## config.mk

```make
export PLATFORM = sky130hd
export DESIGN_NAME = bb_top
export DESIGN_NICKNAME = d
export VERILOG_FILES = /design/src/hdl/bb_pkg.sv /design/src/hdl/diamond_tracker.sv /design/src/hdl/run_scorer.sv /design/src/hdl/scoreboard.sv /design/src/hdl/bb_top.sv
export VERILOG_INCLUDE_DIRS = /design/src /design/src/hdl
export SDC_FILE = /design/constraint.sdc
export NUM_CORES = 1
export LEC_CHECK = 0
export ABC_AREA = 1
export BUFFER_PORTS_ARGS = -buffer_cell sky130_fd_sc_hd__buf_2
export CORE_MARGIN = 4
export CORE_UTILIZATION = 54
export CTS_CLUSTER_DIAMETER = 50
export DETAILED_ROUTE_END_ITERATION = 16
export PLACE_DENSITY = 0.8
export SLEW_MARGIN = 20
export SYNTH_ARGS = -nofsm -noshare
export SYNTH_HDL_FRONTEND = slang
export SYNTH_SLANG_ARGS = --single-unit
```

## constraint.sdc

```tcl
create_clock -name clk -period 3.4 [get_ports clk]
set_input_delay 0.34 -clock clk [delete_from_list [all_inputs] [get_ports clk]]
set_output_delay 0.34 -clock clk [all_outputs]
set_load 0.02 [all_outputs]
```

## src/hdl/bb_config.svh

```systemverilog
`ifndef BB_CONFIG_SVH
`define BB_CONFIG_SVH

// width of each team's running score
`define BB_SCORE_W 8

// action code carried with every play
`define BB_ACTION_W 3

// inning number input, counting from 1
`define BB_INNING_W 2

// game length in innings
`define BB_LAST_INNING 3

// runs on one play, at most a grand slam
`define BB_RUNS_W 3
`define BB_MAX_RUNS 4

`endif

```

## src/hdl/bb_pkg.sv

```systemverilog
`include "bb_config.svh"

package bb_pkg;

  // play codes as sent on the action input
  typedef enum logic [`BB_ACTION_W-1:0] {
    play_walk   = 3'd0,
    play_single = 3'd1,
    play_double = 3'd2,
    play_triple = 3'd3,
    play_homer  = 3'd4,
    play_bunt   = 3'd5,
    play_ground = 3'd6,
    play_fly    = 3'd7
  } play_e;

  // final outcome, guest is team a
  typedef enum logic [1:0] {
    result_guest = 2'd0,
    result_home  = 2'd1,
    result_draw  = 2'd2
  } game_result_e;

  // base occupancy, bit 0 is first base
  // vec for shifting runners, flag for per-base tests
  typedef union packed {
    logic [2:0] vec;
    struct packed {
      logic third;
      logic second;
      logic first;
    } flag;
  } bases_u;

endpackage

```

## src/hdl/diamond_tracker.sv

```systemverilog
`timescale 1ns/1ps

module diamond_tracker (
  input  logic           clk,
  input  logic           rst_n,
  input  logic           in_valid,
  input  bb_pkg::play_e  action,
  input  logic           game_over,
  output bb_pkg::bases_u bases,
  output logic [1:0]     outs,
  output logic           side_retired
);

  import bb_pkg::*;

  // runner layout after the play, ignoring a third out
  bases_u     bases_adv;
  // outs charged by this play, 0 to 2
  logic [1:0] outs_add;
  // 3 bits so a double play at one out can reach 3
  logic [2:0] outs_sum;
  logic       third_out;
  logic       two_out;

  assign two_out = (outs == 2'd2);

  always_comb
  begin
    bases_adv = bases;
    outs_add  = 2'd0;
    case (action)
      play_walk:
      begin
        // only forced runners move
        bases_adv.flag.first  = 1'b1;
        bases_adv.flag.second = bases.flag.second | bases.flag.first;
        bases_adv.flag.third  = bases.flag.third | (bases.flag.first & bases.flag.second);
      end
      play_single:
      begin
        if (two_out)
        begin
          // runners go on contact, first to third
          bases_adv.vec = {bases.flag.first, 1'b0, 1'b1};
        end
        else
        begin
          bases_adv.vec = {bases.vec[1:0], 1'b1};
        end
      end
      play_double:
      begin
        if (two_out)
        begin
          bases_adv.vec = 3'b010;
        end
        else
        begin
          bases_adv.vec = {bases.flag.first, 1'b1, 1'b0};
        end
      end
      play_triple:
      begin
        bases_adv.vec = 3'b100;
      end
      play_homer:
      begin
        bases_adv.vec = 3'b000;
      end
      play_bunt:
      begin
        // sacrifice, everyone moves up one
        bases_adv.vec = {bases.vec[1:0], 1'b0};
        outs_add      = 2'd1;
      end
      play_ground:
      begin
        // runner on first doubled off
        bases_adv.vec = {bases.flag.second, 2'b00};
        outs_add      = bases.flag.first ? 2'd2 : 2'd1;
      end
      play_fly:
      begin
        // tag up from third only
        bases_adv.flag.third = 1'b0;
        outs_add             = 2'd1;
      end
      default:
      begin
        bases_adv = bases;
      end
    endcase
  end

  assign outs_sum  = {1'b0, outs} + {1'b0, outs_add};
  assign third_out = (outs_sum > 3'd2);

  always_ff @(posedge clk or negedge rst_n)
  begin
    if (!rst_n)
    begin
      bases.vec    <= 3'b000;
      outs         <= 2'd0;
      side_retired <= 1'b0;
    end
    else if (game_over)
    begin
      bases.vec    <= 3'b000;
      outs         <= 2'd0;
      side_retired <= 1'b0;
    end
    else
    begin
      // one cycle pulse after the inning half ends
      side_retired <= in_valid & third_out;
      if (in_valid)
      begin
        if (third_out)
        begin
          bases.vec <= 3'b000;
          outs      <= 2'd0;
        end
        else
        begin
          bases <= bases_adv;
          outs  <= outs_sum[1:0];
        end
      end
    end
  end

  // third out must wrap to zero at the same edge
  outs_never_three: assert property (@(posedge clk) disable iff (!rst_n) outs != 2'd3);

endmodule

```

## src/hdl/run_scorer.sv

```systemverilog
`timescale 1ns/1ps
`include "bb_config.svh"

module run_scorer (
  input  bb_pkg::play_e          action,
  input  bb_pkg::bases_u         bases,
  input  logic [1:0]             outs,
  output logic [`BB_RUNS_W-1:0]  runs
);

  import bb_pkg::*;

  logic                  two_out;
  logic                  loaded;
  // runners currently on base
  logic [`BB_RUNS_W-1:0] on_base;
  // runners on second and third
  logic [`BB_RUNS_W-1:0] in_scoring;
  logic [`BB_RUNS_W-1:0] from_third;

  // widen one flag to a run count
  function automatic logic [`BB_RUNS_W-1:0] one_run(input logic flag);
    one_run = {{(`BB_RUNS_W-1){1'b0}}, flag};
  endfunction

  assign two_out    = (outs == 2'd2);
  assign loaded     = &bases.vec;
  assign from_third = one_run(bases.flag.third);
  assign in_scoring = one_run(bases.vec[2]) + one_run(bases.vec[1]);
  assign on_base    = in_scoring + one_run(bases.vec[0]);

  always_comb
  begin
    runs = '0;
    case (action)
      play_walk:
      begin
        // forced in only with the bases full
        runs = one_run(loaded);
      end
      play_single:
      begin
        // with two out second base also scores
        runs = two_out ? in_scoring : from_third;
      end
      play_double:
      begin
        runs = two_out ? on_base : in_scoring;
      end
      play_triple:
      begin
        runs = on_base;
      end
      play_homer:
      begin
        // batter scores too
        runs = on_base + one_run(1'b1);
      end
      play_bunt:
      begin
        runs = from_third;
      end
      play_ground:
      begin
        // double play at one out or a third out kills the run
        if (outs == 2'd0 || (outs == 2'd1 && !bases.flag.first))
        begin
          runs = from_third;
        end
      end
      play_fly:
      begin
        if (!two_out)
        begin
          runs = from_third;
        end
      end
      default:
      begin
        runs = '0;
      end
    endcase
  end

  // grand slam is the ceiling
  runs_in_range: assert final (runs <= `BB_RUNS_W'(`BB_MAX_RUNS));

endmodule

```

## src/hdl/scoreboard.sv

```systemverilog
`timescale 1ns/1ps
`include "bb_config.svh"

module scoreboard (
  input  logic                    clk,
  input  logic                    rst_n,
  input  logic                    in_valid,
  input  logic [`BB_INNING_W-1:0] inning,
  input  logic                    half,
  input  logic [`BB_RUNS_W-1:0]   runs,
  input  logic                    side_retired,
  output logic                    game_over,
  output logic                    out_valid,
  output logic [`BB_SCORE_W-1:0]  score_a,
  output logic [`BB_SCORE_W-1:0]  score_b,
  output bb_pkg::game_result_e    result
);

  import bb_pkg::*;

  localparam logic [`BB_INNING_W-1:0] last_inning = `BB_LAST_INNING;

  // inning and half of the most recent play
  logic                    play_half;
  logic [`BB_INNING_W-1:0] play_inning;
  // home already ahead after the top of the last inning
  logic                    home_lock;
  logic                    lock_now;
  logic                    last_retired;
  logic [`BB_SCORE_W-1:0]  runs_ext;

  assign runs_ext     = {{(`BB_SCORE_W-`BB_RUNS_W){1'b0}}, runs};
  assign last_retired = side_retired && (play_inning == last_inning);
  // game ends with the third out of the bottom half
  assign out_valid    = last_retired && play_half;
  assign game_over    = out_valid;
  // a bottom half play may land in the very cycle the top half closes
  assign lock_now     = home_lock || (last_retired && !play_half && (score_b > score_a));

  always_ff @(posedge clk or negedge rst_n)
  begin
    if (!rst_n)
    begin
      play_half   <= 1'b0;
      play_inning <= '0;
    end
    else if (in_valid)
    begin
      play_half   <= half;
      play_inning <= inning;
    end
  end

  always_ff @(posedge clk or negedge rst_n)
  begin
    if (!rst_n)
    begin
      score_a   <= '0;
      score_b   <= '0;
      home_lock <= 1'b0;
    end
    else if (game_over)
    begin
      score_a   <= '0;
      score_b   <= '0;
      home_lock <= 1'b0;
    end
    else
    begin
      home_lock <= lock_now;
      if (in_valid && !half)
      begin
        score_a <= score_a + runs_ext;
      end
      else if (in_valid && !lock_now)
      begin
        score_b <= score_b + runs_ext;
      end
    end
  end

  // full width compare
  always_comb
  begin
    if (score_a > score_b)
      result = result_guest;
    else if (score_b > score_a)
      result = result_home;
    else
      result = result_draw;
  end

  // game end is a single pulse, scores clear behind it
  out_valid_pulse: assert property (@(posedge clk) disable iff (!rst_n)
    out_valid |=> !out_valid);

endmodule

```

## src/hdl/bb_top.sv

```systemverilog
`timescale 1ns/1ps
`include "bb_config.svh"

module bb_top (
  input  logic                    clk,
  input  logic                    rst_n,
  input  logic                    in_valid,
  input  logic [`BB_INNING_W-1:0] inning,
  input  logic                    half,
  input  bb_pkg::play_e           action,
  output logic                    out_valid,
  output logic [`BB_SCORE_W-1:0]  score_a,
  output logic [`BB_SCORE_W-1:0]  score_b,
  output bb_pkg::game_result_e    result
);

  import bb_pkg::*;

  // runner and out state seen by the scorer
  bases_u                bases;
  logic [1:0]            outs;
  logic                  side_retired;
  logic [`BB_RUNS_W-1:0] runs;
  // clears the diamond at game end
  logic                  game_over;

  diamond_tracker diamond_tracker_inst (
    .clk          (clk),
    .rst_n        (rst_n),
    .in_valid     (in_valid),
    .action       (action),
    .game_over    (game_over),
    .bases        (bases),
    .outs         (outs),
    .side_retired (side_retired)
  );

  // same play and same situation as the tracker
  run_scorer run_scorer_inst (
    .action (action),
    .bases  (bases),
    .outs   (outs),
    .runs   (runs)
  );

  scoreboard scoreboard_inst (
    .clk          (clk),
    .rst_n        (rst_n),
    .in_valid     (in_valid),
    .inning       (inning),
    .half         (half),
    .runs         (runs),
    .side_retired (side_retired),
    .game_over    (game_over),
    .out_valid    (out_valid),
    .score_a      (score_a),
    .score_b      (score_b),
    .result       (result)
  );

endmodule

```

==> flow_summary.yaml <==
grt:
  grt.busiest_layer: "met2"
  use_met1: 0.276
  grt_use_met2: 0.298
  grt_max_degree: 27
  grt_usage: 0.196
  antenna_found_initial: 0
  grt_util_met3: 0.0362
  grt_pass1_vias: 1760
  grt.overflow.total: 0
  grt_pass1_wl_mm: 7.77
cts:
  cts_sinks: 26
  cts_buffer_depth: 2
  cts_tree: "yes"
  htree_levels: 1
  cts-root-buf: "clkbuf_8"
  clk_pin_slew_worst_paths_ns: 0.09
  cts_made_buffers: 3
  worstSkewPairLatency_ns: 0.28
min_path:
  hold_path.class: "in2async"
worst_setup_path:
  cpLargestDelayFamily: "adder cells"
  cp_slowest_cell: "fa_1"
  path_depth: 14
  critical_path.max_fanout: 7
  cp-start-kind: "flip-flop"
  cp-end-kind: "flip-flop"
  critPathArrivalTime_ns: 3.35
  reg2reg_depth: 14
  cpMostUsedCell: "nand2_1"
  critPathBufInv: 2
  required_ns: 3.58
  slowest_delay_ns: 0.63
  crit_path_cell_trace: "inv_1, fa_1, inv_1, fa_1, nand2_1, o211ai_1, fa_1, nand2_1, a21oi_1, nand3_1, xor2_1, nor2_1, nand2_1, nand2_1"
  path_class: "reg2reg"
synthesis:
  synth_edf_count: 0
  syn_inst: 269
  yosysWarningCount: 0
  synth-async-reset-ratio: 1.00
  synth_area_leaders: "dfrtp_1 (32%), ha_1 (11%), nand2_1 (11%)"
  synth_top_area_share: 0.318
  synth_seq_cells: 26
  syn-num-nets: 301
  syn_area_mm2: 0.00205
  synthFlopType: "dfrtp_1"
  synth_cell_types: 35
  syn_avg_cell_area_um2: 7.61
  ys_seq_area_frac: 0.318
  yosysTopAreaCell: "dfrtp_1"
cells_and_area:
  fillers: 308
  nets: 332
  area_growth_pct: 12.0
  multiInputGateArea_mm2: 0.00122
  seq_area_um2: 652
  antennaDiodeCount: 0
  drive_gt1_frac: 0.147
pwr:
  peakVddDrop_mv: 0.457
  p_leak_uw: 0.00128
  p_seq_frac: 0.327
  power_switching_uw: 708
  combPwrFrac: 0.532
  power_density_mw_per_mm2: 646
  p_int_uw: 775
  switching_share: 0.477
  clockPowerShare: 0.141
timing:
  hold_viol: 0
  min_period_over_period: 0.932
  fin_crit_ns: 3.17
  setup-tns-final_ns: 0
  setup_viol: 0
  skew_ns: 0.00455
  layout_setup_ws_ns: 0.230
  rsz0062_at_grt: "no"
  fmax_ghz: 0.316
  tightest_slew_ns: 0.608
  finalMaxSlewViolations: 0
  slew_headroom: 0.594
place:
  place_ws_ns: 0.163
  globalplace.congestion: 0.977
  dp_hpwl_mm: 3.49
  io_buffers: 27
floorplanning:
  core-area_mm2: 0.00366
  dieWidth_um: 69.6
  die_h_um: 69.6
  ioPinCount: 28
  start_util: 0.559
  dieArea_mm2: 0.00484
  core.rowCount: 22
run:
  drv_cap: 0
route:
  first_pass_iters: 4
  avgViaCountPerCell: 5.52
  wl_per_cell_um: 13.1
  num_vias: 1915
  antenna_left: 0
  route.detailed.drc: 0
  wl_mm: 4.53
  drt_iter0_drc: 150
outcome:
  outcome: "complete, no violations"
worst reg2reg max path: stages (launching register included):
cell and delay, ns:
dfrtp_2 0.42, inv_1 0.13, fa_1 0.63, inv_1 0.07, fa_1 0.42, nand2_1 0.08
o211ai_1 0.23, fa_1 0.49, nand2_1 0.10, a21oi_1 0.09, nand3_1 0.09, xor2_1 0.15
nor2_1 0.05, nand2_1 0.08, nand2_1 0.04
per-layer routing:
metal,vias to the layer above,part of all wire
met5,-,0
met4,0,0.024
met3,11,0.068
met2,62,0.44
met1,891,0.46
li1,951,-
per-stage QoR:
stage | cells | hold WS, ns | utilization | area [µm²] | total power, µW
floorplan | 269 | 0.0444 | - | 2050 | 1050
global placement | 342 | 0.380 | 0.609 | 2230 | 1250
detailed placement | 342 | 0.386 | 0.609 | 2230 | 1270
CTS | 346 | 0.0748 | 0.624 | 2290 | 1480
global route | 347 | 0.0855 | 0.627 | 2290 | 1630
finish | 347 | 0.0557 | 0.627 | 2290 | 1480
cells in the mapped netlist (4+ instances only):
cell type	instances
ha_1	18
nor3_1	4
fa_1	5
dfrtp_1	26
o21ai_0	13
nand3_1	25
a21oi_1	14
nor2_1	25
inv_1	43
nand4_1	5
nand2_1	59
cells by family (layout without fill, tap and decap cells):
logic type,Yosys count,count (layout),share of synthesized area
fa+ha+maj,23,23,0.159
simple gates,127,127,0.283
compound gates,42,42,0.134
buf+inv,47,77,0.0886
flops,26,26,0.318
xor+xnor,4,4,0.0171
sequential cells by signal (all words and copies together), names as in the netlist:
register	flops
diamond_tracker_inst.outs	2
scoreboard_inst.score_a	8
scoreboard_inst.score_b	8
diamond_tracker_inst.bases	3
scoreboard_inst.play_inning	2
diamond_tracker_inst.side_retired	1
scoreboard_inst.home_lock	1
scoreboard_inst.play_half	1
layout make-up:
cell class | instances | area share
inverter | 45 | 0.0736
tap | 48 | 0.0262
sequential | 26 | 0.284
timing repair buffer | 28 | 0.0622
clock buffer | 4 | 0.0240
multi-input combinational | 196 | 0.530
power groups by stage:
stage / Sequential [µW] / Combinational, µW / Clock, µW
2_1_floorplan: 525 / 521 / 0
3_3_place_gp: 490 / 755 / 0
3_5_place_dp: 492 / 781 / 0
4_1_cts: 486 / 786 / 213
5_1_grt: 502 / 905 / 225
6_report: 485 / 789 / 209
cells in the final DEF (no fill, tap or decap), types with 3 or more instances in the layout:
cell type  count
nand2_1       59
inv_1         43
buf_2         27
nor2_1        25
nand3_1       25
dfrtp_1       25
ha_1          18
a21oi_1       14
o21ai_0       13
nand4_1        5
fa_1           5
nor3_1         4
clkbuf_8       4
o211ai_1       3
xor2_1         3
final timing paths:
kind	from	to	slack (ns)
max	diamond_tracker_inst.bases[0]$_DFFE_PN0P_	scoreboard_inst.score_b[6]$_DFFE_PN0P_	0.23
min	rst_n	scoreboard_inst.play_inning[0]$_DFFE_PN0P_	0.06
max reg2reg	diamond_tracker_inst.bases[0]$_DFFE_PN0P_	scoreboard_inst.score_b[6]$_DFFE_PN0P_	0.23
min reg2reg	scoreboard_inst.play_inning[0]$_DFFE_PN0P_	scoreboard_inst.play_inning[0]$_DFFE_PN0P_	0.49
max in group asynchronous	rst_n	diamond_tracker_inst.bases[0]$_DFFE_PN0P_	2.91
min in group clk	inning[0]	scoreboard_inst.play_inning[0]$_DFFE_PN0P_	0.26
repair_timing:
item	CTS	global route
buffers inserted	0	1
setup endpoints to repair	0	9
resized for setup	0	1
hold endpoints to repair	0	0
hold buffers	0	0
(Power assumes the default switching activity.)
